<file path="src/dcache_defines.svh">
`ifndef DCACHE_DEFINES_SVH
`define DCACHE_DEFINES_SVH

// cpu side widths
`define DC_ADDR_W      32
`define DC_XLEN        64

// one line is four words
`define DC_LINE_W      256
`define DC_BEATS       4

// 64 sets, 2 ways
`define DC_SETS        64
`define DC_INDEX_W     6

// address split: tag | index | offset
`define DC_OFFSET_W    5
`define DC_TAG_W       21

// bytes per word, also the store mask width
`define DC_WORD_BYTES  8

`endif

</file>
<file path="src/dcache_pkg.sv">
`include "dcache_defines.svh"

package dcache_pkg;

  // controller states
  typedef enum logic [2:0] {
    idle      = 3'd0,
    compare   = 3'd1,
    writeBack = 3'd2,
    refillReq = 3'd3,
    refill    = 3'd4,
    replace   = 3'd5
  } cacheState_e;

  typedef enum logic {
    opLoad  = 1'b0,
    opStore = 1'b1
  } memOp_e;

  // wdata is right aligned, shifted into place inside the cache
  typedef struct packed {
    memOp_e                     op;
    logic [`DC_ADDR_W-1:0]      addr;
    logic [`DC_XLEN-1:0]        wdata;
    logic [`DC_WORD_BYTES-1:0]  wmask;
  } cpuReq_t;

  // dirty victim going out, addr is line aligned
  typedef struct packed {
    logic [`DC_ADDR_W-1:0]  addr;
    logic [`DC_LINE_W-1:0]  line;
  } memWrReq_t;

  // replace strobe into tag store and data array
  typedef struct packed {
    logic en;
    logic way;
    logic dirty;
  } lineFill_t;

endpackage

</file>
<file path="src/cacheCtrl.sv">
`timescale 1ns/10ps
`include "dcache_defines.svh"

module cacheCtrl (
  input  logic                   clk,
  input  logic                   rst_n,
  input  dcache_pkg::cpuReq_t    cpuReq_i,
  input  logic                   reqValid_i,
  output logic                   reqReady_o,
  output logic                   respValid_o,
  input  logic                   hit_i,
  input  logic                   victimDirty_i,
  input  logic [`DC_ADDR_W-1:0]  victimAddr_i,
  input  logic                   memRdReady_i,
  input  logic                   memRdLast_i,
  input  logic                   memWrReady_i,
  output logic                   memRdValid_o,
  output logic [`DC_ADDR_W-1:0]  memRdAddr_o,
  output logic                   memWrValid_o,
  output dcache_pkg::cpuReq_t    curReq_o,
  output logic                   storeEn_o,
  output dcache_pkg::lineFill_t  fill_o,
  output logic                   refillActive_o,
  input  logic                   victimWay_i
);

  dcache_pkg::cacheState_e  state;
  dcache_pkg::cacheState_e  nextState;
  dcache_pkg::cpuReq_t      curReq;
  logic                     inCompare;
  logic                     accept;
  logic                     isStore;

  assign inCompare = (state == dcache_pkg::compare);
  assign isStore   = (curReq.op == dcache_pkg::opStore);

  // new request only while idle or while the current one hits
  assign reqReady_o  = (state == dcache_pkg::idle) || (inCompare && hit_i);
  assign accept      = reqValid_i && reqReady_o;
  assign respValid_o = inCompare && hit_i;
  assign storeEn_o   = respValid_o && isStore;

  always_ff @(posedge clk or negedge rst_n) begin
    if (!rst_n) begin
      state <= dcache_pkg::idle;
    end else begin
      state <= nextState;
    end
  end

  always_ff @(posedge clk or negedge rst_n) begin
    if (!rst_n) begin
      curReq <= '0;
    end else if (accept) begin
      curReq <= cpuReq_i;
    end
  end

  always_comb begin
    nextState = state;
    case (state)
      dcache_pkg::idle: begin
        if (reqValid_i) begin
          nextState = dcache_pkg::compare;
        end
      end
      dcache_pkg::compare: begin
        if (hit_i) begin
          // back to back hits stay in compare
          nextState = reqValid_i ? dcache_pkg::compare : dcache_pkg::idle;
        end else if (victimDirty_i) begin
          nextState = dcache_pkg::writeBack;
        end else begin
          nextState = dcache_pkg::refillReq;
        end
      end
      dcache_pkg::writeBack: begin
        if (memWrReady_i) begin
          nextState = dcache_pkg::refillReq;
        end
      end
      dcache_pkg::refillReq: begin
        if (memRdReady_i) begin
          nextState = dcache_pkg::refill;
        end
      end
      dcache_pkg::refill: begin
        if (memRdLast_i) begin
          nextState = dcache_pkg::replace;
        end
      end
      dcache_pkg::replace: begin
        // rerun the compare, which now hits
        nextState = dcache_pkg::compare;
      end
      default: begin
        nextState = dcache_pkg::idle;
      end
    endcase
  end

  // bus requests are decoded straight from the state register
  assign memWrValid_o   = (state == dcache_pkg::writeBack);
  assign memRdValid_o   = (state == dcache_pkg::refillReq);
  assign refillActive_o = (state == dcache_pkg::refill);
  assign memRdAddr_o    = {curReq.addr[`DC_ADDR_W-1:`DC_OFFSET_W], {`DC_OFFSET_W{1'b0}}};

  // a store miss leaves the refilled line dirty
  assign fill_o = '{en: (state == dcache_pkg::replace), way: victimWay_i, dirty: isStore};

  assign curReq_o = curReq;

endmodule

</file>
<file path="config.mk">
export PLATFORM = sky130hd
export DESIGN_NAME = cacheCtrl
export DESIGN_NICKNAME = d
export VERILOG_FILES = /design/src/dcache_pkg.sv /design/src/cacheCtrl.sv
export VERILOG_INCLUDE_DIRS = /design/src
export SDC_FILE = /design/constraint.sdc
export NUM_CORES = 1
export LEC_CHECK = 0
export BUFFER_PORTS_ARGS = -buffer_cell sky130_fd_sc_hd__buf_2
export CORE_AREA = 2 2 114 116
export DETAILED_ROUTE_END_ITERATION = 7
export DIE_AREA = 0 0 116 118
export GPL_TIMING_DRIVEN = 0
export PLACE_DENSITY = 0.71
export SYNTH_ARGS = -nofsm -noshare
export SYNTH_HDL_FRONTEND = slang
export SYNTH_SLANG_ARGS = --single-unit
</file>
<file path="constraint.sdc">
create_clock -name clk -period 1.9 [get_ports clk]
set_clock_uncertainty 0.1 [all_clocks]
set_input_delay 0.19 -clock clk [delete_from_list [all_inputs] [get_ports clk]]
set_output_delay 0.19 -clock clk [all_outputs]
set_load 0.05 [all_outputs]
</file>
Yosys cells after proc, flatten, opt, wreduce, memory -nomap -nowiden
Cells that the tools add are included.
{"block": "op_classes", "eq_ne": 9, "mux": 8, "reduce_logical": 6}
{"cell": "3-bit case mux with 6 select lines", "count": 1}
{"cell": "3-bit two-way mux", "count": 4}
{"cell": "2-bit != test, second input constant", "count": 4}
{"cell": "3-bit by 2-bit equality test with 1-bit output, second input constant", "count": 2}
{"cell": "3-bit equality test, second input constant", "count": 2}
{"cell": "4-bit AND reduction", "count": 1}
{"cell": "3-bit by 1-bit equality test with 1-bit output, second input constant", "count": 1}
{"cell": "1-bit logical AND", "count": 3}
{"cell": "3-bit logical NOT", "count": 1}
{"cell": "1-bit two-way mux", "count": 2}
{"cell": "2-bit two-way mux", "count": 1}
{"cell": "1-bit logical OR", "count": 1}
{"block": "totals", "reg_bits": 108, "inputBits": 146, "output_inout_bits": 146, "elab_cells": 28}

Longest topological paths before layout
{"block": "depth", "word_depth": 4, "mapped_depth": 6, "depth_no_buf": 3}

Worst setup path before layout
OpenSTA, ideal clock, no wires.
{"block": "synth_timing", "kind": "flip-flop to output port", "start": "reg state[0]", "end": "out storeEn_o", "t_arrival_ps": 2836, "required_ps": 1610, "setup_slack_ps": -1226, "stages_incl_launch_ff": 5, "path_buffers": 1, "path_cell_list": "dfrtp_1 buf_2 inv_1 nor4b_1 and2_1"}
{"block": "synth_between", "elab_chain_len": 3}
{"item": "start, declared", "line_no": "cacheCtrl.sv:27", "rtl": "dcache_pkg::cacheState_e state;"}
{"item": "start signal, assigned", "line_no": "cacheCtrl.sv:45", "rtl": "state <= dcache_pkg::idle;"}
{"item": "start signal, assigned", "line_no": "cacheCtrl.sv:47", "rtl": "state <= nextState;"}
{"item": "3-bit by 1-bit equality test with 1-bit output", "line_no": "cacheCtrl.sv:34", "rtl": "assign inCompare = (state == dcache_pkg::compare);"}
{"item": "1-bit logical AND", "line_no": "cacheCtrl.sv:40", "rtl": "assign respValid_o = inCompare && hit_i;"}
{"item": "via respValid_o", "line_no": "cacheCtrl.sv:10", "rtl": "output logic respValid_o,"}
{"item": "1-bit logical AND", "line_no": "cacheCtrl.sv:41", "rtl": "assign storeEn_o = respValid_o && isStore;"}
{"item": "end, declared", "line_no": "cacheCtrl.sv:21", "rtl": "output logic storeEn_o,"}
The timed path passes the listed nets, and every way through them passes these cells.

Worst setup path in the final report
{"block": "layout_timing", "start": "reg state[0]", "end": "reg curReq (netlist bit curReq_o[54])"}
{"block": "layout_between", "elab_chain_len": 4, "word_cells_on_any_way": 5, "classes_between": "1 x eq/ne; 4 x reduce/logical"}
{"item": "3-bit by 1-bit equality test with 1-bit output", "line_no": "cacheCtrl.sv:34"}
{"item": "1-bit logical AND", "line_no": "cacheCtrl.sv:38", "rtl": "assign reqReady_o = (state == dcache_pkg::idle) || (inCompare && hit_i);"}
{"item": "1-bit logical OR *", "line_no": "cacheCtrl.sv:38"}
{"item": "1-bit logical AND *", "line_no": "cacheCtrl.sv:39", "rtl": "assign accept = reqValid_i && reqReady_o;"}
{"item": "end signal, assigned", "line_no": "cacheCtrl.sv:55", "rtl": "curReq <= cpuReq_i;"}
{"item": "end, declared", "line_no": "cacheCtrl.sv:29", "rtl": "dcache_pkg::cpuReq_t curReq;"}
Mark *: on every way between the ends. The rest lies on a longest branch, timed or not.
A chain may end at the register's enable or synchronous reset.

==> results.ini <==
[logic_synthesis]
ys.flop_type=dfrtp_1
yosysTopAreaCellShare=0.590
synthTopCellsByArea=dfrtp_1 (59%), mux2_4 (16%), mux2_2 (14%)
syn_inst=283
synth-seq-cells=108
ys_seq_area_frac=0.590
yosysWarnings=0
syn_area_per_cell_um2=16.2
synth-edff-count=0
synthArstFlopShare=1.00
synth_common_cells=dfrtp_1 (108), mux2_2 (55), mux2_4 (50)
yosysTopAreaCell=dfrtp_1
synth_cell_types=22
netlist_area_um2=4580
yosysMostFrequentCell=dfrtp_1

[detailed_routing]
dr.first_iter.drc_count=109
avgRoutedWirePerCell_um=14.6
wl_um=12200
vias=3607
drc_errors=0
vias_per_cell=4.34
first_pass_iters=6
antenna_left=0

[placement]
place_inst=713
hpwl_um=8440
port_buffers=253
dp_worst_setup_slack_ns=0.0754
gp_congestion=0.781

[critical_path]
crit_end=curReq_o[54]
crit_path_start=state[0]
crit_path_end_kind=register
cp_cell_sequence=clkbuf_4, nor2b_4, nand3b_4, buf_6, buf_6, mux2_4
cp.arrival_ns=1.91
crit_buf_inv=3
worst-path-max-fanout=10
critPathRequiredTime_ns=2.02
reg2reg_depth=6
cp_num_cells=6
critPathLaunchType=register
r2r_start=state[0]
crit_family=buffers and inverters
worstReg2RegEnd=curReq_o[54]
crit_path_top_delay_cell=dfrtp_1
slowest_delay_ns=0.32
cpMostUsedCell=buf_6
path_class=register to register
r2r_setup_slack_ns=0.11

[clock_tree]
cts_setup_buffers=0
h-tree-depth=3
cts_sinks=108
cts_buffers=9
clkTransAtPathRegs_ns=0.06
clk_path_buf_depth=2
clk_latency_ns=0.33
cts_tree=yes
root_buffer=clkbuf_16

[global_routing]
grt_max_degree=60
grt_util_met3=0.0330
grt_util_met1=0.190
grt_pass1_wl_um=19000
grt_pass1_vias=3926
grt.busiest_layer=met2
grt_overflow=0
track_usage=0.176
antenna_found_initial=0
use_met2=0.336

[cells_and_area]
layout-drive-gt1-share=0.645
area_growth_pct=62.7
num_antenna_cells=0
finalNonFillerCells=831
fillers=977
fin_nets=800
post-route-util=0.600

[timing]
period_share=0.944
slew_violations=0
worst_slack_ns=0.107
layout_min_cycle_time_ns=1.79
hold_viol=0
maxSlewHeadroom=0.494
holdWs_ns=0.0147
report.final.setup_viol=0
max_freq_mhz=558
worst_slew_pin_slew_ns=0.759

[die]
dieArea_um2=13700
initial_core_util=0.369
core-area_um2=12400
die_height_um=118
ioPinCount=292
die_w_um=116
std_cell_rows=41

[job]
drv_cap=0

[hold_path]
hold_class=input port to register

[run_status]
outcome=completed

==> worst min path at each step <==
| stage | from | end | slack [ns] | cells after the start |
|---|---|---|---|---|
| after CTS | cpuReq_i[11] | curReq_o[11] | 0.008 | 2 |
| final | cpuReq_i[12] | curReq_o[12] | 0.01 | 2 |
| after global placement | cpuReq_i[51] | curReq_o[51] | 0.32 | 2 |
| after global routing | cpuReq_i[16] | curReq_o[16] | 0.002 | 2 |
| after detailed placement | rst_n | curReq_o[0] | 0.21 | 1 |
| after floorplan | rst_n | curReq_o[0] | -0.21 | 0 |
==> timing repair <==
action,4_1_cts,5_1_grt
pin swaps,0,1
hold buffers,102,0
hold endpoints to repair,159,0
resized for setup,2,1
setup endpoints to repair,1,30
==> cells by family (layout without fill, tap and decap cells) <==
kind of cell | after synthesis | after routing | share of synthesized area
and+or+nand+nor | 16 | 16 | 0.0227
buffers and inverters | 48 | 420 | 0.0795
DFF | 108 | 108 | 0.590
other | 1 | 5 | 0.000818
AOI/OAI and AO/OA | 4 | 4 | 0.00601
muxes | 106 | 106 | 0.301
==> through the flow <==
| stage | TNS [ns] | cell area (um2) |
|---|---|---|
| 6_report | 0 | 7450 |
| 2_1_floorplan | -0.0519 | 4620 |
| 3_3_place_gp | -63.39 | 6100 |
| 3_5_place_dp | 0 | 6130 |
| 4_1_cts | 0 | 7450 |
| 5_1_grt | -0.256 | 7450 |
==> state kept, by name (all words and copies together), names as in the netlist <==
| register | count |
|---|---|
| curReq_o | 104 |
| state | 3 |
| isStore | 1 |
==> final cells by class <==
class                   count  area, um2  area share
inverters                   1       3.75    0.000504
clock buffers              12        246      0.0331
flip-flops and latches    108       2700       0.363
well taps                 172        215      0.0289
clock inverters             4       48.8     0.00655
plain buffers              47        363      0.0487
repair buffers            356       2320       0.312
multi-input cells         131       1550       0.208
==> per-layer routing <==
layer	part of all wire	vias to the layer above
met5	0	-
met4	0.016	0
met3	0.064	16
met2	0.55	156
met1	0.37	1758
li1	-	1677
==> layout by cell type (no fill, tap or decap), types with 2 or more instances in the layout <==
cell type      Yosys  layout
buf_2              6     256
dfrtp_1          108     108
dlygate4sd3_1      0     102
mux2_2            55      55
mux2_4            50      50
buf_4             35      36
clkbuf_16          0       9
nor2_1             7       7
buf_6              6       7
conb_1             1       5
nand2b_1           2       2
clkbuf_1           0       2
clkinv_2           0       2
Power is left out: the tool's default activity adds up to more than one toggle a clock period on the data nets, which glitch-free logic cannot reach.
