`src/dcache_defines.svh`:
```
`ifndef DCACHE_DEFINES_SVH
`define DCACHE_DEFINES_SVH

// cpu side widths
`define DC_ADDR_W      32
`define DC_XLEN        64

// one line is four words
`define DC_LINE_W      256
`define DC_BEATS       4

// 64 sets, 2 ways
`define DC_SETS        64
`define DC_INDEX_W     6

// address split: tag | index | offset
`define DC_OFFSET_W    5
`define DC_TAG_W       21

// bytes per word, also the store mask width
`define DC_WORD_BYTES  8

`endif

```
`src/refillBuffer.sv`:
```
`timescale 1ns/10ps
`include "dcache_defines.svh"

module refillBuffer (
  input  logic                   clk,
  input  logic                   rst_n,
  input  logic                   refillActive_i,
  input  logic [`DC_XLEN-1:0]    memRdData_i,
  input  logic                   memRdDataValid_i,
  output logic [`DC_LINE_W-1:0]  line_o
);

  localparam int cntW = $clog2(`DC_BEATS);

  logic [cntW-1:0]        beatCnt;
  logic [`DC_LINE_W-1:0]  lineBuf;

  // beat k goes to word k, counter restarts for every refill
  always_ff @(posedge clk or negedge rst_n) begin
    if (!rst_n) begin
      beatCnt <= '0;
    end else if (!refillActive_i) begin
      beatCnt <= '0;
    end else if (memRdDataValid_i) begin
      beatCnt <= beatCnt + 1'b1;
    end
  end

  always_ff @(posedge clk) begin
    if (refillActive_i && memRdDataValid_i) begin
      lineBuf[beatCnt*`DC_XLEN +: `DC_XLEN] <= memRdData_i;
    end
  end

  assign line_o = lineBuf;

endmodule

```
`config.mk`:
```
export PLATFORM = sky130hd
export DESIGN_NAME = refillBuffer
export DESIGN_NICKNAME = d
export VERILOG_FILES = /design/src/refillBuffer.sv
export VERILOG_INCLUDE_DIRS = /design/src
export SDC_FILE = /design/constraint.sdc
export NUM_CORES = 1
export LEC_CHECK = 0
export CORE_MARGIN = 5
export CORE_UTILIZATION = 50
export CTS_BUF_LIST = sky130_fd_sc_hd__clkbuf_4 sky130_fd_sc_hd__clkbuf_8
export CTS_CLUSTER_DIAMETER = 60
export DETAILED_ROUTE_END_ITERATION = 10
export DONT_BUFFER_PORTS = 1
export REMOVE_ABC_BUFFERS = 1
export SYNTH_ARGS = -nofsm -noshare
export SYNTH_HDL_FRONTEND = slang
export SYNTH_SLANG_ARGS = --single-unit
```
`constraint.sdc`:
```
create_clock -name clk -period 4.04 [get_ports clk]
set_input_delay 0.808 -clock clk [delete_from_list [all_inputs] [get_ports clk]]
set_output_delay 0.808 -clock clk [all_outputs]
set_load 0.01 [all_outputs]
```
; ---- After elaboration in Yosys (flattened, before gate mapping)
; Cells that the tools add are included.
; Widths: inputs -> output; s select.
[totals]
reg_bits = 258
input_bits = 68
out_inout_bits = 256
word_cells = 11
[op_classes]
reduce_logical = 1
muxes = 3
shift = 2
n_eq_ne = 1
n_addsub = 2
[ops]
columns = op, n
row1 = $bwmux 256, 1
row2 = $shift 64x34->256 const A, 1
row3 = $shiftx 64x34->256, 1
row4 = $neg 8->34, 1
row5 = $mux 2, 2
row6 = $add 2x1->2 const B, 1
row7 = $ne 2x1->1 const B, 1
row8 = $logic_and 1x1->1, 1

; ---- Logic depth before layout (Yosys ltp)
; Gate-level depths: netlist of the first run.
[depth]
word_depth = 3
mapped_depth = 9
ltp_nobuf = 4

; ---- Worst setup path after synthesis of the first run
; Ideal clock, no wire load.
[synth_path]
kind = register to register
startpoint = register, netlist name beatCnt[0]
endpoint = register lineBuf[0], in the netlist line_o[0] (enable)
t_required_ns = 3.611
arrival_time_ns = 2.714
slack_ns = 0.897
stages_incl_launch_ff = 6
cell_sequence = dfrtp_1 -> buf_4 -> clkbuf_1 -> inv_1 -> ha_1 -> and3_1
[synth_rtl]
columns = item, line_no
row1 = end signal: indexed assignment, refillBuffer.sv:31  ; lineBuf[beatCnt*`DC_XLEN +: `DC_XLEN] <= memRdData_i;
row2 = end: declaration, refillBuffer.sv:16  ; logic [`DC_LINE_W-1:0] lineBuf;

; ---- Worst setup path after layout of the first run
[layout_path]
startpoint = register beatCnt[0]
endpoint = register lineBuf[82], in the netlist line_o[82] (data pin)
[layout_via]
elab_chain_len = 3
word_cells_on_any_way = 4
[layout_lines]
columns = item, line_no
row1 = start: declaration, refillBuffer.sv:15  ; logic [cntW-1:0] beatCnt;
row2 = start signal: assignment, refillBuffer.sv:25  ; beatCnt <= beatCnt + 1'b1;
row3 = $neg 8->34 (*), refillBuffer.sv:31
row4 = $shiftx 64x34->256 / $shift 64x34->256 (equally long branches), refillBuffer.sv:31
row5 = $bwmux 256 (*), refillBuffer.sv:31
; Mark *: on every way between the ends. The rest lies on a longest branch, timed or not.
; A chain may end at the register's enable or synchronous reset.

==> metrics.md, run 1 <==
| Metric | Value |
|---|---|
| Part of the cycle the worst path needs | `0.6881` |
| Crit path cell chain | `inv_1 > ha_1 > nor2b_4 > buf_4 > and3_1` |
| Final setup fails | `0` |
| Unrepaired setup endpoints after global routing | `no` |
| Hold Violations, Final | `0` |
| Actual transition at the worst max-transition pin | `between 0.8 and 0.9 ns` |
| Result of the run | `complete, no violations` |
| Drt first pass iters | `4` |
| Number of unique standard cell types used by synthesis | `28` |
| Sinks on the clock net | `around 260` |
| Number of nets in the final layout | `between 600 and 700` |
| Combinational cell fraction of total power | `0.053` |
| Worst stage delay on the critical path | `approximately 0.74 ns` |
| Detailed-routed wire length on met2 | `approximately 12000 um` |
| Crit-path leading delay family | `simple AND/OR/NAND/NOR gates` |
| Area leader, netlist | `edfxtp_1` |
| Clk buf depth | `3` |
| Vias in the first global route | `between 5000 and 6000` |
| Antenna violations before repair | `0` |
| Required @ worst endpoint | `between 4 and 5 ns` |
| Routed Wire Length | `approximately 23000 um` |
| Source of the worst register-to-register timing path | `beatCnt[0]` |
| Netlist area before placement | `approximately 9900 um2` |
| Sequential cell fraction of total power | `0.558` |
| Max-slew headroom at the worst pin | `0.4016` |
| FP Rows | `a little over 50` |
| Cells after synthesis | `~580` |
| Clock slew seen by the registers of the worst setup and hold paths | `~0.06 ns` |
| Sequential share of the synthesized area | `0.7853` |
| Growth of design area from synthesis to finish | `10.17%` |
| Net switching component of the power | `1.253 mW` |
| Master cell of the clock root buffer | `clkbuf_8` |
| Worst setup slack for register-to-register paths | `1.26 ns` |
| Detailed-route wire length on metal 1 | `about 8700 um` |
| Max Clk Rate | `around 360 MHz` |
| Remaining design rule violation count | `0` |
| Data arrival time of the worst path | `3.18 ns` |
| Fraction of final layout cells sized beyond drive strength 1 | `0.1445` |
| Most frequent cells in the layout | `edfxtp_1 (256), and3_1 (125), and2_1 (121), clkbuf_8 (43), clkbuf_4 (15)` |
| Overall fraction of global-route tracks in use | `0.1989` |
| Worst IR Drop VDD | `roughly 0.24 mV` |
| Worst clock skew on the final layout | `approximately 0.02 ns` |
| Dpl hpwl | `15020 um` |
| Skew-Pair Late Insertion Delay | `between 0.5 and 0.6 ns` |
| Die extent in x | `roughly 150 um` |
| Depth of the CTS H-tree | `2` |
| Flops & latches, synth | `between 200 and 300` |
| Inserted Clock Buffers | `40` |
| Type of the setup path with the least slack | `register to register` |
| Via-to-Cell Ratio | `5.560` |
| Total instance count after detailed placement | `816` |
| Slowest-stage cell, CP | `dfrtp_1` |
| I/O Buffers | `0` |
| Count of nets left with antenna violations after detail routing | `0` |
| Lkg Pwr | `approximately 4.0 nW` |
| Detail-routed net length per standard cell | `about 26 um` |
| Highest routed layer | `met4` |
| Starting DRT DRC Count | `247` |
| Total I/O pin count | `324` |
| Core area | `approximately 19000 um2` |
| Die height | `150.4 um` |
| Switching part of the total | `0.2254` |
| Part of the total power dissipated in the clock network | `0.389` |
| Crit Path Max Fanout | `33` |
| Clock tree from TritonCTS | `yes` |
| Number of non-filler instances in the completed layout | `between 800 and 900` |
| Area enclosed by the die boundary | `roughly 23000 um2` |
| Antenna diode instance count | `0` |
| Wire length of the first global-routing pass | `between 30000 and 40000 um` |
| Pin count of the biggest net entering global routing | `just over 70` |
| GRT Residual Overflow | `0` |
| Final RePlAce weighted congestion | `approximately 0.77` |
| Avg Cell Area, Syn | `roughly 17 um2` |
| Number of buffers and inverters on the critical path | `2` |
| Kind of start point of the critical path | `register` |
| Power density cells | `roughly 510 nW/um2` |
| Leading cell type in the layout, fill and taps excluded | `edfxtp_1` |
| Worst setup startpoint | `beatCnt[0]` |
| Synth top area cells | `edfxtp_1 (78%), and3_1 (8.2%), and2_1 (7.7%)` |
| Met3 routed wirelength | `around 2700 um` |
| Number of max-cap violations | `0` |
| Worst hold start | `refillActive_i` |
| Final setup TNS | `0 ns` |
| Resized Gates After CTS | `0` |
| Area share of the largest cell type after synthesis | `0.7802` |
| Min-Delay Path Class | `input pin to register` |
| Crit path time final | `around 2.8 ns` |
| Initial core utilization | `0.5063` |
| DR vias | `roughly 5000` |
| Final count of pins violating max slew | `0` |
| Type of destination of the critical path | `register` |
| Cell-internal power | `~4.3 mW` |
| Synth warn | `0` |
==> state kept, by name, indices dropped and copies added (netlist names) <==
name and count:
beatCnt 2, line_o 256
==> routing by layer <==
layer  global-route usage  up-vias
met5                    0        -
li1                     -     2165
met1               0.2339     2477
met2               0.3283      264
met3              0.09512       31
met4              0.05489        0
==> final timing paths <==
| path | to | depth (start not counted) |
|---|---|---|
| worst max-delay path | line_o[82] | 5 |
| worst min-delay path | beatCnt[0] | 1 |
| worst max register to register | line_o[82] | 5 |
| worst min register to register | beatCnt[1] | 2 |
| max in group asynchronous | beatCnt[1] | 1 |
| min in group asynchronous | beatCnt[0] | 1 |
==> cells in the mapped netlist, drive strengths merged <==
cell and n:
edfxtp 256, and3 134, and2 121, clkbuf 28
buf 13, ha 5, nor2 4, nor2b 3
nor3 3, dfrtp 2, inv 2, nand2b 2
and4bb 1, mux2i 1, nand2 1, nand3b 1
nor4 1, nor4b 1, or2b 1, xor2 1
==> cells by family (layout without fill, tap and decap cells) <==
family	Yosys count	after routing	share of synthesized area
flip-flops	258	258	0.7853
buffers and inverters	43	85	0.03009
multiplexers	1	1	0.001016
adder cells (fa/ha/maj)	5	5	0.006349
AND/OR/NAND/NOR	273	273	0.1764
XOR/XNOR	1	1	0.0008891
==> final cells by class <==
type / instances / area, um2
Fill cell: 1532 / 8607
Sequential cell: 258 / 7737
Multi-Input combinational cell: 280 / 1837
Clock buffer: 58 / 704.4
Tap cell: 265 / 331.6
Timing Repair Buffer: 12 / 142.6
Clock inverter: 13 / 95.09
Inverter: 2 / 7.507
==> per-stage QoR <==
stage	hold slack, ns	worst slack, ns	util	power [mW]	cell area (um2)
6_report	0.4191	1.260	0.5578	5.556	10860
5_1_grt	0.3766	1.047	0.5578	5.776	10860
4_1_cts	0.3870	1.282	0.5578	5.608	10860
3_5_place_dp	0.5125	1.274	0.5162	3.454	10050
3_3_place_gp	0.5125	1.387	0.5162	3.443	10050
2_1_floorplan	0.5124	0.8757	-	3.313	9564
==> power groups by stage <==
stage,combinational (mW),clock (mW),sequential [mW]
5_1_grt,0.327,2.35,3.10
4_1_cts,0.300,2.21,3.10
3_5_place_dp,0.299,0,3.15
2_1_floorplan,0.179,0,3.13
6_report,0.294,2.16,3.10
3_3_place_gp,0.288,0,3.16
==> timing repair <==
action,CTS,global route
endpoints found under the hold margin,2,0
setup buffers,0,0
hold buffers,1,0
(Power assumes the default switching activity.)
==> run 2: changes to the inputs <==
--- a/config.mk
+++ b/config.mk
@@ -12,6 +12,7 @@
 export CTS_CLUSTER_DIAMETER = 60
 export DETAILED_ROUTE_END_ITERATION = 10
 export DONT_BUFFER_PORTS = 1
+export PLACE_DENSITY = 0.68
 export REMOVE_ABC_BUFFERS = 1
 export SYNTH_ARGS = -nofsm -noshare
 export SYNTH_HDL_FRONTEND = slang
==> constraint.sdc (replaced) <==
create_clock -name clk -period 2.54 [get_ports clk]
set_input_delay 0.508 -clock clk [delete_from_list [all_inputs] [get_ports clk]]
set_output_delay 0.508 -clock clk [all_outputs]
set_load 0.01 [all_outputs]
==> run 2 against run 1 <==
Register-to-register slack got worse by 0.87 ns. Cell count rose by 0.79%. Fmax rose by 29%. Non-clock buffer count rose by 7. Via count fell by 0.32%. Worst setup slack got worse by 0.87 ns. Combinational power rose by 68%. Critical path depth did not move. Clock-buffer cell count did not move. Critical endpoint is now line_o[103].
==> metrics.md, run 2 (same netlist as run 1, synthesis figures left out) <==
| Metric | Value |
|---|---|
| Die extent in x | `150.4 um (unchanged)` |
| Overall Power | `8.972 mW (was 5.556 mW)` |
| Number of setup buffers added after CTS | `0 (unchanged)` |
| I/O Buffers | `0 (unchanged)` |
| Inserted Clock Buffers | `40 (unchanged)` |
| Cell Area, Placed | `10070 um2 (was 10050 um2)` |
| FP Rows | `51 (unchanged)` |
| Sinks on the clock net | `258 (unchanged)` |
| Unrepaired setup endpoints after global routing | `no (unchanged)` |
| Initial core utilization | `0.5063 (unchanged)` |
| Routed Wire Length | `21990 um (was 23380 um)` |
| Core area | `19460 um2 (unchanged)` |
| Min-Delay Path Class | `input pin to register (unchanged)` |
| Clk buf depth | `3 (unchanged)` |
| Final std cell area, no fill | `10920 um2 (was 10860 um2)` |
| Actual transition at the worst max-transition pin | `1.113 ns (was 0.8975 ns)` |
| Crit path time final | `2.155 ns (was 2.780 ns)` |
| Number of max-cap violations | `0 (unchanged)` |
| Power density cells | `821.9 nW/um2 (was 511.8 nW/um2)` |
| Final setup fails | `0 (unchanged)` |
| Via-to-Cell Ratio | `5.498 (was 5.560)` |
| Drt first pass iters | `4 (unchanged)` |
| Master cell of the clock root buffer | `clkbuf_8 (unchanged)` |
| Crit Path Max Fanout | `53 (was 33)` |
| Depth of the CTS H-tree | `2 (unchanged)` |
| Data arrival time of the worst path | `2.53 ns (was 3.18 ns)` |
| Max-slew headroom at the worst pin | `0.2562 (was 0.4016)` |
| Final count of pins violating max slew | `0 (unchanged)` |
| Combinational cell fraction of total power | `0.055 (was 0.053)` |
| Pin count of the biggest net entering global routing | `65 (was 72)` |
| Resized Gates After CTS | `0 (unchanged)` |
| Total I/O pin count | `324 (unchanged)` |
| Worst hold start | `refillActive_i (unchanged)` |
| DR vias | `4921 (was 4937)` |
| Clock tree from TritonCTS | `yes (unchanged)` |
| GRT Residual Overflow | `0 (unchanged)` |
| Antenna violations before repair | `0 (unchanged)` |
| Worst hold slack | `0.1290 ns (was 0.4191 ns)` |
| Hold Violations, Final | `0 (unchanged)` |
| Part of the total power dissipated in the clock network | `0.398 (was 0.389)` |
| Area enclosed by the die boundary | `22610 um2 (unchanged)` |
| Worst clock skew on the final layout | `0.01409 ns (was 0.01963 ns)` |
| Final setup TNS | `0 ns (unchanged)` |
| Max Clk Rate | `464.1 MHz (was 359.7 MHz)` |
| Type of the setup path with the least slack | `register to register (unchanged)` |
| Worst setup startpoint | `beatCnt[1] (was beatCnt[0])` |
| Sequential cell fraction of total power | `0.547 (was 0.558)` |
| Type of destination of the critical path | `register (unchanged)` |
| Final core area utilization | `0.5609 (was 0.5578)` |
| Vias in the first global route | `5044 (was 5079)` |
| Die height | `150.4 um (unchanged)` |
| Most frequent cells in the layout | `edfxtp_1 (256), and3_1 (125), and2_1 (121), clkbuf_8 (43), buf_4 (16) (was edfxtp_1 (256), and3_1 (125), and2_1 (121), clkbuf_8 (43), clkbuf_4 (15))` |
| Worst IR Drop VDD | `0.4801 mV (was 0.2427 mV)` |
| Count of nets left with antenna violations after detail routing | `0 (unchanged)` |
| Net switching component of the power | `1.925 mW (was 1.253 mW)` |
| Required @ worst endpoint | `2.91 ns (was 4.44 ns)` |
| Number of nets in the final layout | `674 (was 667)` |
| Detail-routed net length per standard cell | `24.57 um (was 26.33 um)` |
| Flip-flop count of the largest register after layout | `256 (unchanged)` |
| Part of the cycle the worst path needs | `0.8483 (was 0.6881)` |
| Final RePlAce weighted congestion | `0.7645 (was 0.7714)` |
| Kind of start point of the critical path | `register (unchanged)` |
| Lkg Pwr | `4.081 nW (was 4.034 nW)` |
| Skew-Pair Late Insertion Delay | `0.52 ns (was 0.54 ns)` |
| Starting DRT DRC Count | `318 (was 247)` |
| Switching part of the total | `0.2145 (was 0.2254)` |
| Remaining design rule violation count | `0 (unchanged)` |
| Overall fraction of global-route tracks in use | `0.1868 (was 0.1989)` |
| Cell-internal power | `7.048 mW (was 4.303 mW)` |
| Source of the worst register-to-register timing path | `beatCnt[1] (was beatCnt[0])` |
| Leading cell type in the layout, fill and taps excluded | `edfxtp_1 (unchanged)` |
| Clock slew seen by the registers of the worst setup and hold paths | `0.06 ns (about the same)` |
| Wire length of the first global-routing pass | `31710 um (was 33350 um)` |
| Dpl hpwl | `14600 um (was 15020 um)` |
| Growth of design area from synthesis to finish | `10.79% (was 10.17%)` |
| Fraction of final layout cells sized beyond drive strength 1 | `0.1510 (was 0.1445)` |
| CTS Hold Bufs | `1 (unchanged)` |
| Result of the run | `complete, no violations (unchanged)` |
-- run 2: cell types whose count changed in the layout (fill, tap and decap cells not counted), sizes merged --
cell | previous run | this run
bufinv | 1 | 3
buf | 11 | 18
clkinvlp | 1 | 0
inv | 4 | 2
diode | 0 | 1
-- run 2: final cells by class --
type                       count  area (um2)
clock inverter                12       126.4
fill                        1499        8546
sequential                   258        7737
tap                          265       331.6
clock buffer                  58       704.4
antenna                        1       2.502
multi-input combinational    280        1837
timing repair buffer          19       170.2
inverter                       2       7.507
-- run 2: worst paths after layout --
| check | endpoint | slack, ns | depth (start not counted) |
|---|---|---|---|
| worst min register to register | beatCnt[1] | 0.67 | 2 |
| worst max-delay path | line_o[103] | 0.39 | 5 |
| worst max register to register | line_o[103] | 0.39 | 5 |
| worst min-delay path | beatCnt[0] | 0.13 | 1 |
| min in group asynchronous | beatCnt[0] | 0.24 | 1 |
| max in group asynchronous | beatCnt[1] | 2.17 | 1 |
-- run 2: power groups by stage --
| stage | Combinational (mW) | Clock [mW] | Sequential, mW |
|---|---|---|---|
| global placement | 0.474 | 0 | 5.00 |
| floorplan | 0.284 | 0 | 4.99 |
| finish | 0.494 | 3.57 | 4.91 |
| global route | 0.544 | 3.84 | 4.92 |
| CTS | 0.504 | 3.63 | 4.91 |
| detailed placement | 0.504 | 0 | 5.00 |
-- run 2: stage by stage --
step | cells | setup slack, ns
finish | 895 | 0.3853
floorplan | 540 | -0.6243
global route | 894 | 0.2233
CTS | 894 | 0.3485
global placement | 823 | 0.4738
detailed placement | 823 | 0.3485
-- run 2: routing by layer --
| layer | GRT usage | wire (um) | share of wire | vias up |
|---|---|---|---|---|
| met5 | 0 | 0 | 0 | - |
| met4 | 0.06679 | 622 | 0.028 | 0 |
| met3 | 0.09091 | 2564 | 0.12 | 41 |
| met2 | 0.3075 | 10960 | 0.50 | 267 |
| met1 | 0.2124 | 7851 | 0.36 | 2431 |
| li1 | - | - | - | 2182 |
-- run 2: worst max-delay path: stages, from the launching register on --
cell,delay (ns)
dfrtp_1,0.40
inv_1,0.10
ha_1,0.23
nor2b_4,0.87
buf_4,0.26
and3_1,0.16
==> run 3: changes to the inputs <==
--- a/config.mk
+++ b/config.mk
@@ -12,7 +12,6 @@
 export CTS_CLUSTER_DIAMETER = 60
 export DETAILED_ROUTE_END_ITERATION = 10
 export DONT_BUFFER_PORTS = 1
-export PLACE_DENSITY = 0.68
 export REMOVE_ABC_BUFFERS = 1
 export SYNTH_ARGS = -nofsm -noshare
 export SYNTH_HDL_FRONTEND = slang
==> constraint.sdc (replaced) <==
create_clock -name clk -period 2.1 [get_ports clk]
set_input_delay 0.42 -clock clk [delete_from_list [all_inputs] [get_ports clk]]
set_output_delay 0.42 -clock clk [all_outputs]
set_load 0.01 [all_outputs]
==> run 3 against run 2 <==
Hold slack lost 0.039 ns. Clock-buffer cell count shrank 5. Die area is the same. Worst setup slack lost 0.26 ns. Clock skew shrank 0.0016 ns. Cell count grew 1.9%. Power grew 19%. Routed wire length grew 13%. Critical path type unchanged.
==> metrics.md, run 3 (same netlist as run 1, synthesis figures left out) <==
| Metric | Value |
|---|---|
| Placement Setup Slack | `-0.1822 ns (was 0.3485 ns)` |
| Type of destination of the critical path | `register (unchanged)` |
| FP Rows | `51 (unchanged)` |
| Overall fraction of global-route tracks in use | `0.2121 (was 0.1868)` |
| Count of nets left with antenna violations after detail routing | `0 (unchanged)` |
| Final setup TNS | `0 ns (unchanged)` |
| Antenna diode instance count | `0 (was 1)` |
| Type of the setup path with the least slack | `register to register (unchanged)` |
| Pin count of the biggest net entering global routing | `70 (was 65)` |
| Sinks on the clock net | `258 (unchanged)` |
| Growth of design area from synthesis to finish | `12.88% (was 10.79%)` |
| Final count of pins violating max slew | `0 (unchanged)` |
| Via-to-Cell Ratio | `5.604 (was 5.498)` |
| Worst hold start | `memRdData_i[33] (was refillActive_i)` |
| Final std cell area, no fill | `11120 um2 (was 10920 um2)` |
| Leading cell type in the layout, fill and taps excluded | `edfxtp_1 (unchanged)` |
| DR vias | `5111 (was 4921)` |
| Cell Area, Placed | `10220 um2 (was 10070 um2)` |
| Vias in the first global route | `5254 (was 5044)` |
| Number of non-filler instances in the completed layout | `912 (was 895)` |
| Flip-flop count of the largest register after layout | `256 (unchanged)` |
| Number of nets in the final layout | `690 (was 674)` |
| Clock slew seen by the registers of the worst setup and hold paths | `0.06 ns (about the same)` |
| Worst setup startpoint | `beatCnt[0] (was beatCnt[1])` |
| Total I/O pin count | `324 (unchanged)` |
| Core area | `19460 um2 (unchanged)` |
| Crit path time final | `1.977 ns (was 2.155 ns)` |
| Lkg Pwr | `4.142 nW (was 4.081 nW)` |
| Worst stage delay on the critical path | `0.37 ns (was 0.87 ns)` |
| Part of the cycle the worst path needs | `0.9415 (was 0.8483)` |
| Area taken by multi-input logic gates | `1893 um2 (was 1837 um2)` |
| Required @ worst endpoint | `2.49 ns (was 2.91 ns)` |
| Result of the run | `complete, no violations (unchanged)` |
| Max Clk Rate | `505.8 MHz (was 464.1 MHz)` |
| Starting DRT DRC Count | `296 (was 318)` |
| Most frequent cells in the layout | `edfxtp_1 (256), and3_1 (125), and2_1 (121), clkbuf_8 (41), buf_4 (15) (was edfxtp_1 (256), and3_1 (125), and2_1 (121), clkbuf_8 (43), buf_4 (16))` |
| Unrepaired setup endpoints after global routing | `no (unchanged)` |
| Sequential cell area | `7737 um2 (unchanged)` |
| Drt first pass iters | `4 (unchanged)` |
| GRT Residual Overflow | `0 (unchanged)` |
| Min-Delay Path Class | `input pin to register (unchanged)` |
| Clock tree from TritonCTS | `yes (unchanged)` |
| Area enclosed by the die boundary | `22610 um2 (unchanged)` |
| Number of max-cap violations | `0 (unchanged)` |
| Crit path cell chain | `inv_1 > buf_4 > ha_4 > buf_4 > nor4b_4 > buf_4 > buf_12 > and2_1 (was inv_1 > ha_1 > nor2b_4 > buf_4 > and3_1)` |
| Total instance count after detailed placement | `829 (was 823)` |
| Depth of the CTS H-tree | `2 (unchanged)` |
| Kind of start point of the critical path | `register (unchanged)` |
| Source of the worst register-to-register timing path | `beatCnt[0] (was beatCnt[1])` |
| Hold Violations, Final | `0 (unchanged)` |
| Worst IR Drop VDD | `0.4635 mV (was 0.4801 mV)` |
| Data arrival time of the worst path | `2.36 ns (was 2.53 ns)` |
| Slowest-stage cell, CP | `dfrtp_1 (was nor2b_4)` |
| Master cell of the clock root buffer | `clkbuf_8 (unchanged)` |
| Routed Wire Length | `24890 um (was 21990 um)` |
| Clk buf depth | `3 (unchanged)` |
| Remaining design rule violation count | `0 (unchanged)` |
| Power density cells | `962.4 nW/um2 (was 821.9 nW/um2)` |
| Final RePlAce weighted congestion | `0.7441 (was 0.7645)` |
| Fraction of final layout cells sized beyond drive strength 1 | `0.1669 (was 0.1510)` |
| Worst clock skew on the final layout | `0.01244 ns (was 0.01409 ns)` |
| Detail-routed net length per standard cell | `27.29 um (was 24.57 um)` |
| Antenna violations before repair | `0 (unchanged)` |
| Dpl hpwl | `15090 um (was 14600 um)` |
| Crit Path Max Fanout | `34 (was 53)` |
| Cell repeated most along the worst path | `buf_4` |
| Initial core utilization | `0.5063 (unchanged)` |
| Die height | `150.4 um (unchanged)` |
| Setup ws final | `0.1229 ns (was 0.3853 ns)` |
| Worst hold slack | `0.08976 ns (was 0.1290 ns)` |
| Inserted Clock Buffers | `41 (was 40)` |
| Skew-Pair Late Insertion Delay | `0.52 ns (about the same)` |
| Final setup fails | `0 (unchanged)` |
| Filler Cells Inserted | `1540 (was 1499)` |
| Wire length of the first global-routing pass | `35270 um (was 31710 um)` |
| Actual transition at the worst max-transition pin | `0.8229 ns (was 1.113 ns)` |
| Die extent in x | `150.4 um (unchanged)` |
| I/O Buffers | `0 (unchanged)` |
| Max-slew headroom at the worst pin | `0.4501 (was 0.2562)` |
==> run 3: final cells by class <==
cell class	instances	area share
multi-input combinational	283	0.1702
clock inverter	20	0.01069
timing repair buffer	31	0.03409
inverter	2	0.0006750
sequential	258	0.6957
clock buffer	53	0.05884
tap	265	0.02981
==> run 3: worst max-delay path, delay by kind of cell, from the launching register on <==
family	cells	cell delay (ns)
simple gates	2	0.44
flops	1	0.37
buf+inv	5	0.75
fa+ha+maj	1	0.25
==> run 3: worst paths after layout <==
| path | to | slack, ns | cells after the start |
|---|---|---|---|
| worst min register to register | beatCnt[1] | 0.67 | 3 |
| worst max-delay path | line_o[196] | 0.12 | 8 |
| max in group asynchronous | beatCnt[0] | 1.84 | 1 |
| worst max register to register | line_o[196] | 0.12 | 8 |
| min in group asynchronous | beatCnt[1] | 0.13 | 1 |
| worst min-delay path | line_o[33] | 0.09 | 1 |
==> run 3: stage by stage <==
stage               total power [mW]  utilization
floorplan                      6.373            -
global placement               6.677       0.5250
detailed placement             6.696       0.5250
CTS                            10.78       0.5679
global route                   11.13       0.5715
finish                         10.70       0.5715
==> run 3: timing repair <==
action / CTS / global route
hold buffers: 2 / 1
hold endpoints to repair: 3 / 1
setup endpoints to repair: 123 / 172
pin swaps: 1 / 1
cloned: 3 / 1
resized for setup: 3 / 3
buffers inserted: 0 / 3
==> run 3: per-layer routing <==
| metal | GRT usage | up-vias | routed length (um) |
|---|---|---|---|
| met2 | 0.3602 | 290 | 12690 |
| met5 | 0 | - | 0 |
| li1 | - | 2223 | - |
| met3 | 0.09302 | 32 | 2892 |
| met4 | 0.05169 | 0 | 355 |
| met1 | 0.2489 | 2566 | 8945 |
==> run 3: power breakdown <==
part,switching (mW),internal [mW]
sequential,0.128,5.82
clock,1.88,2.16
combinational,0.473,0.242
total,2.48,8.22
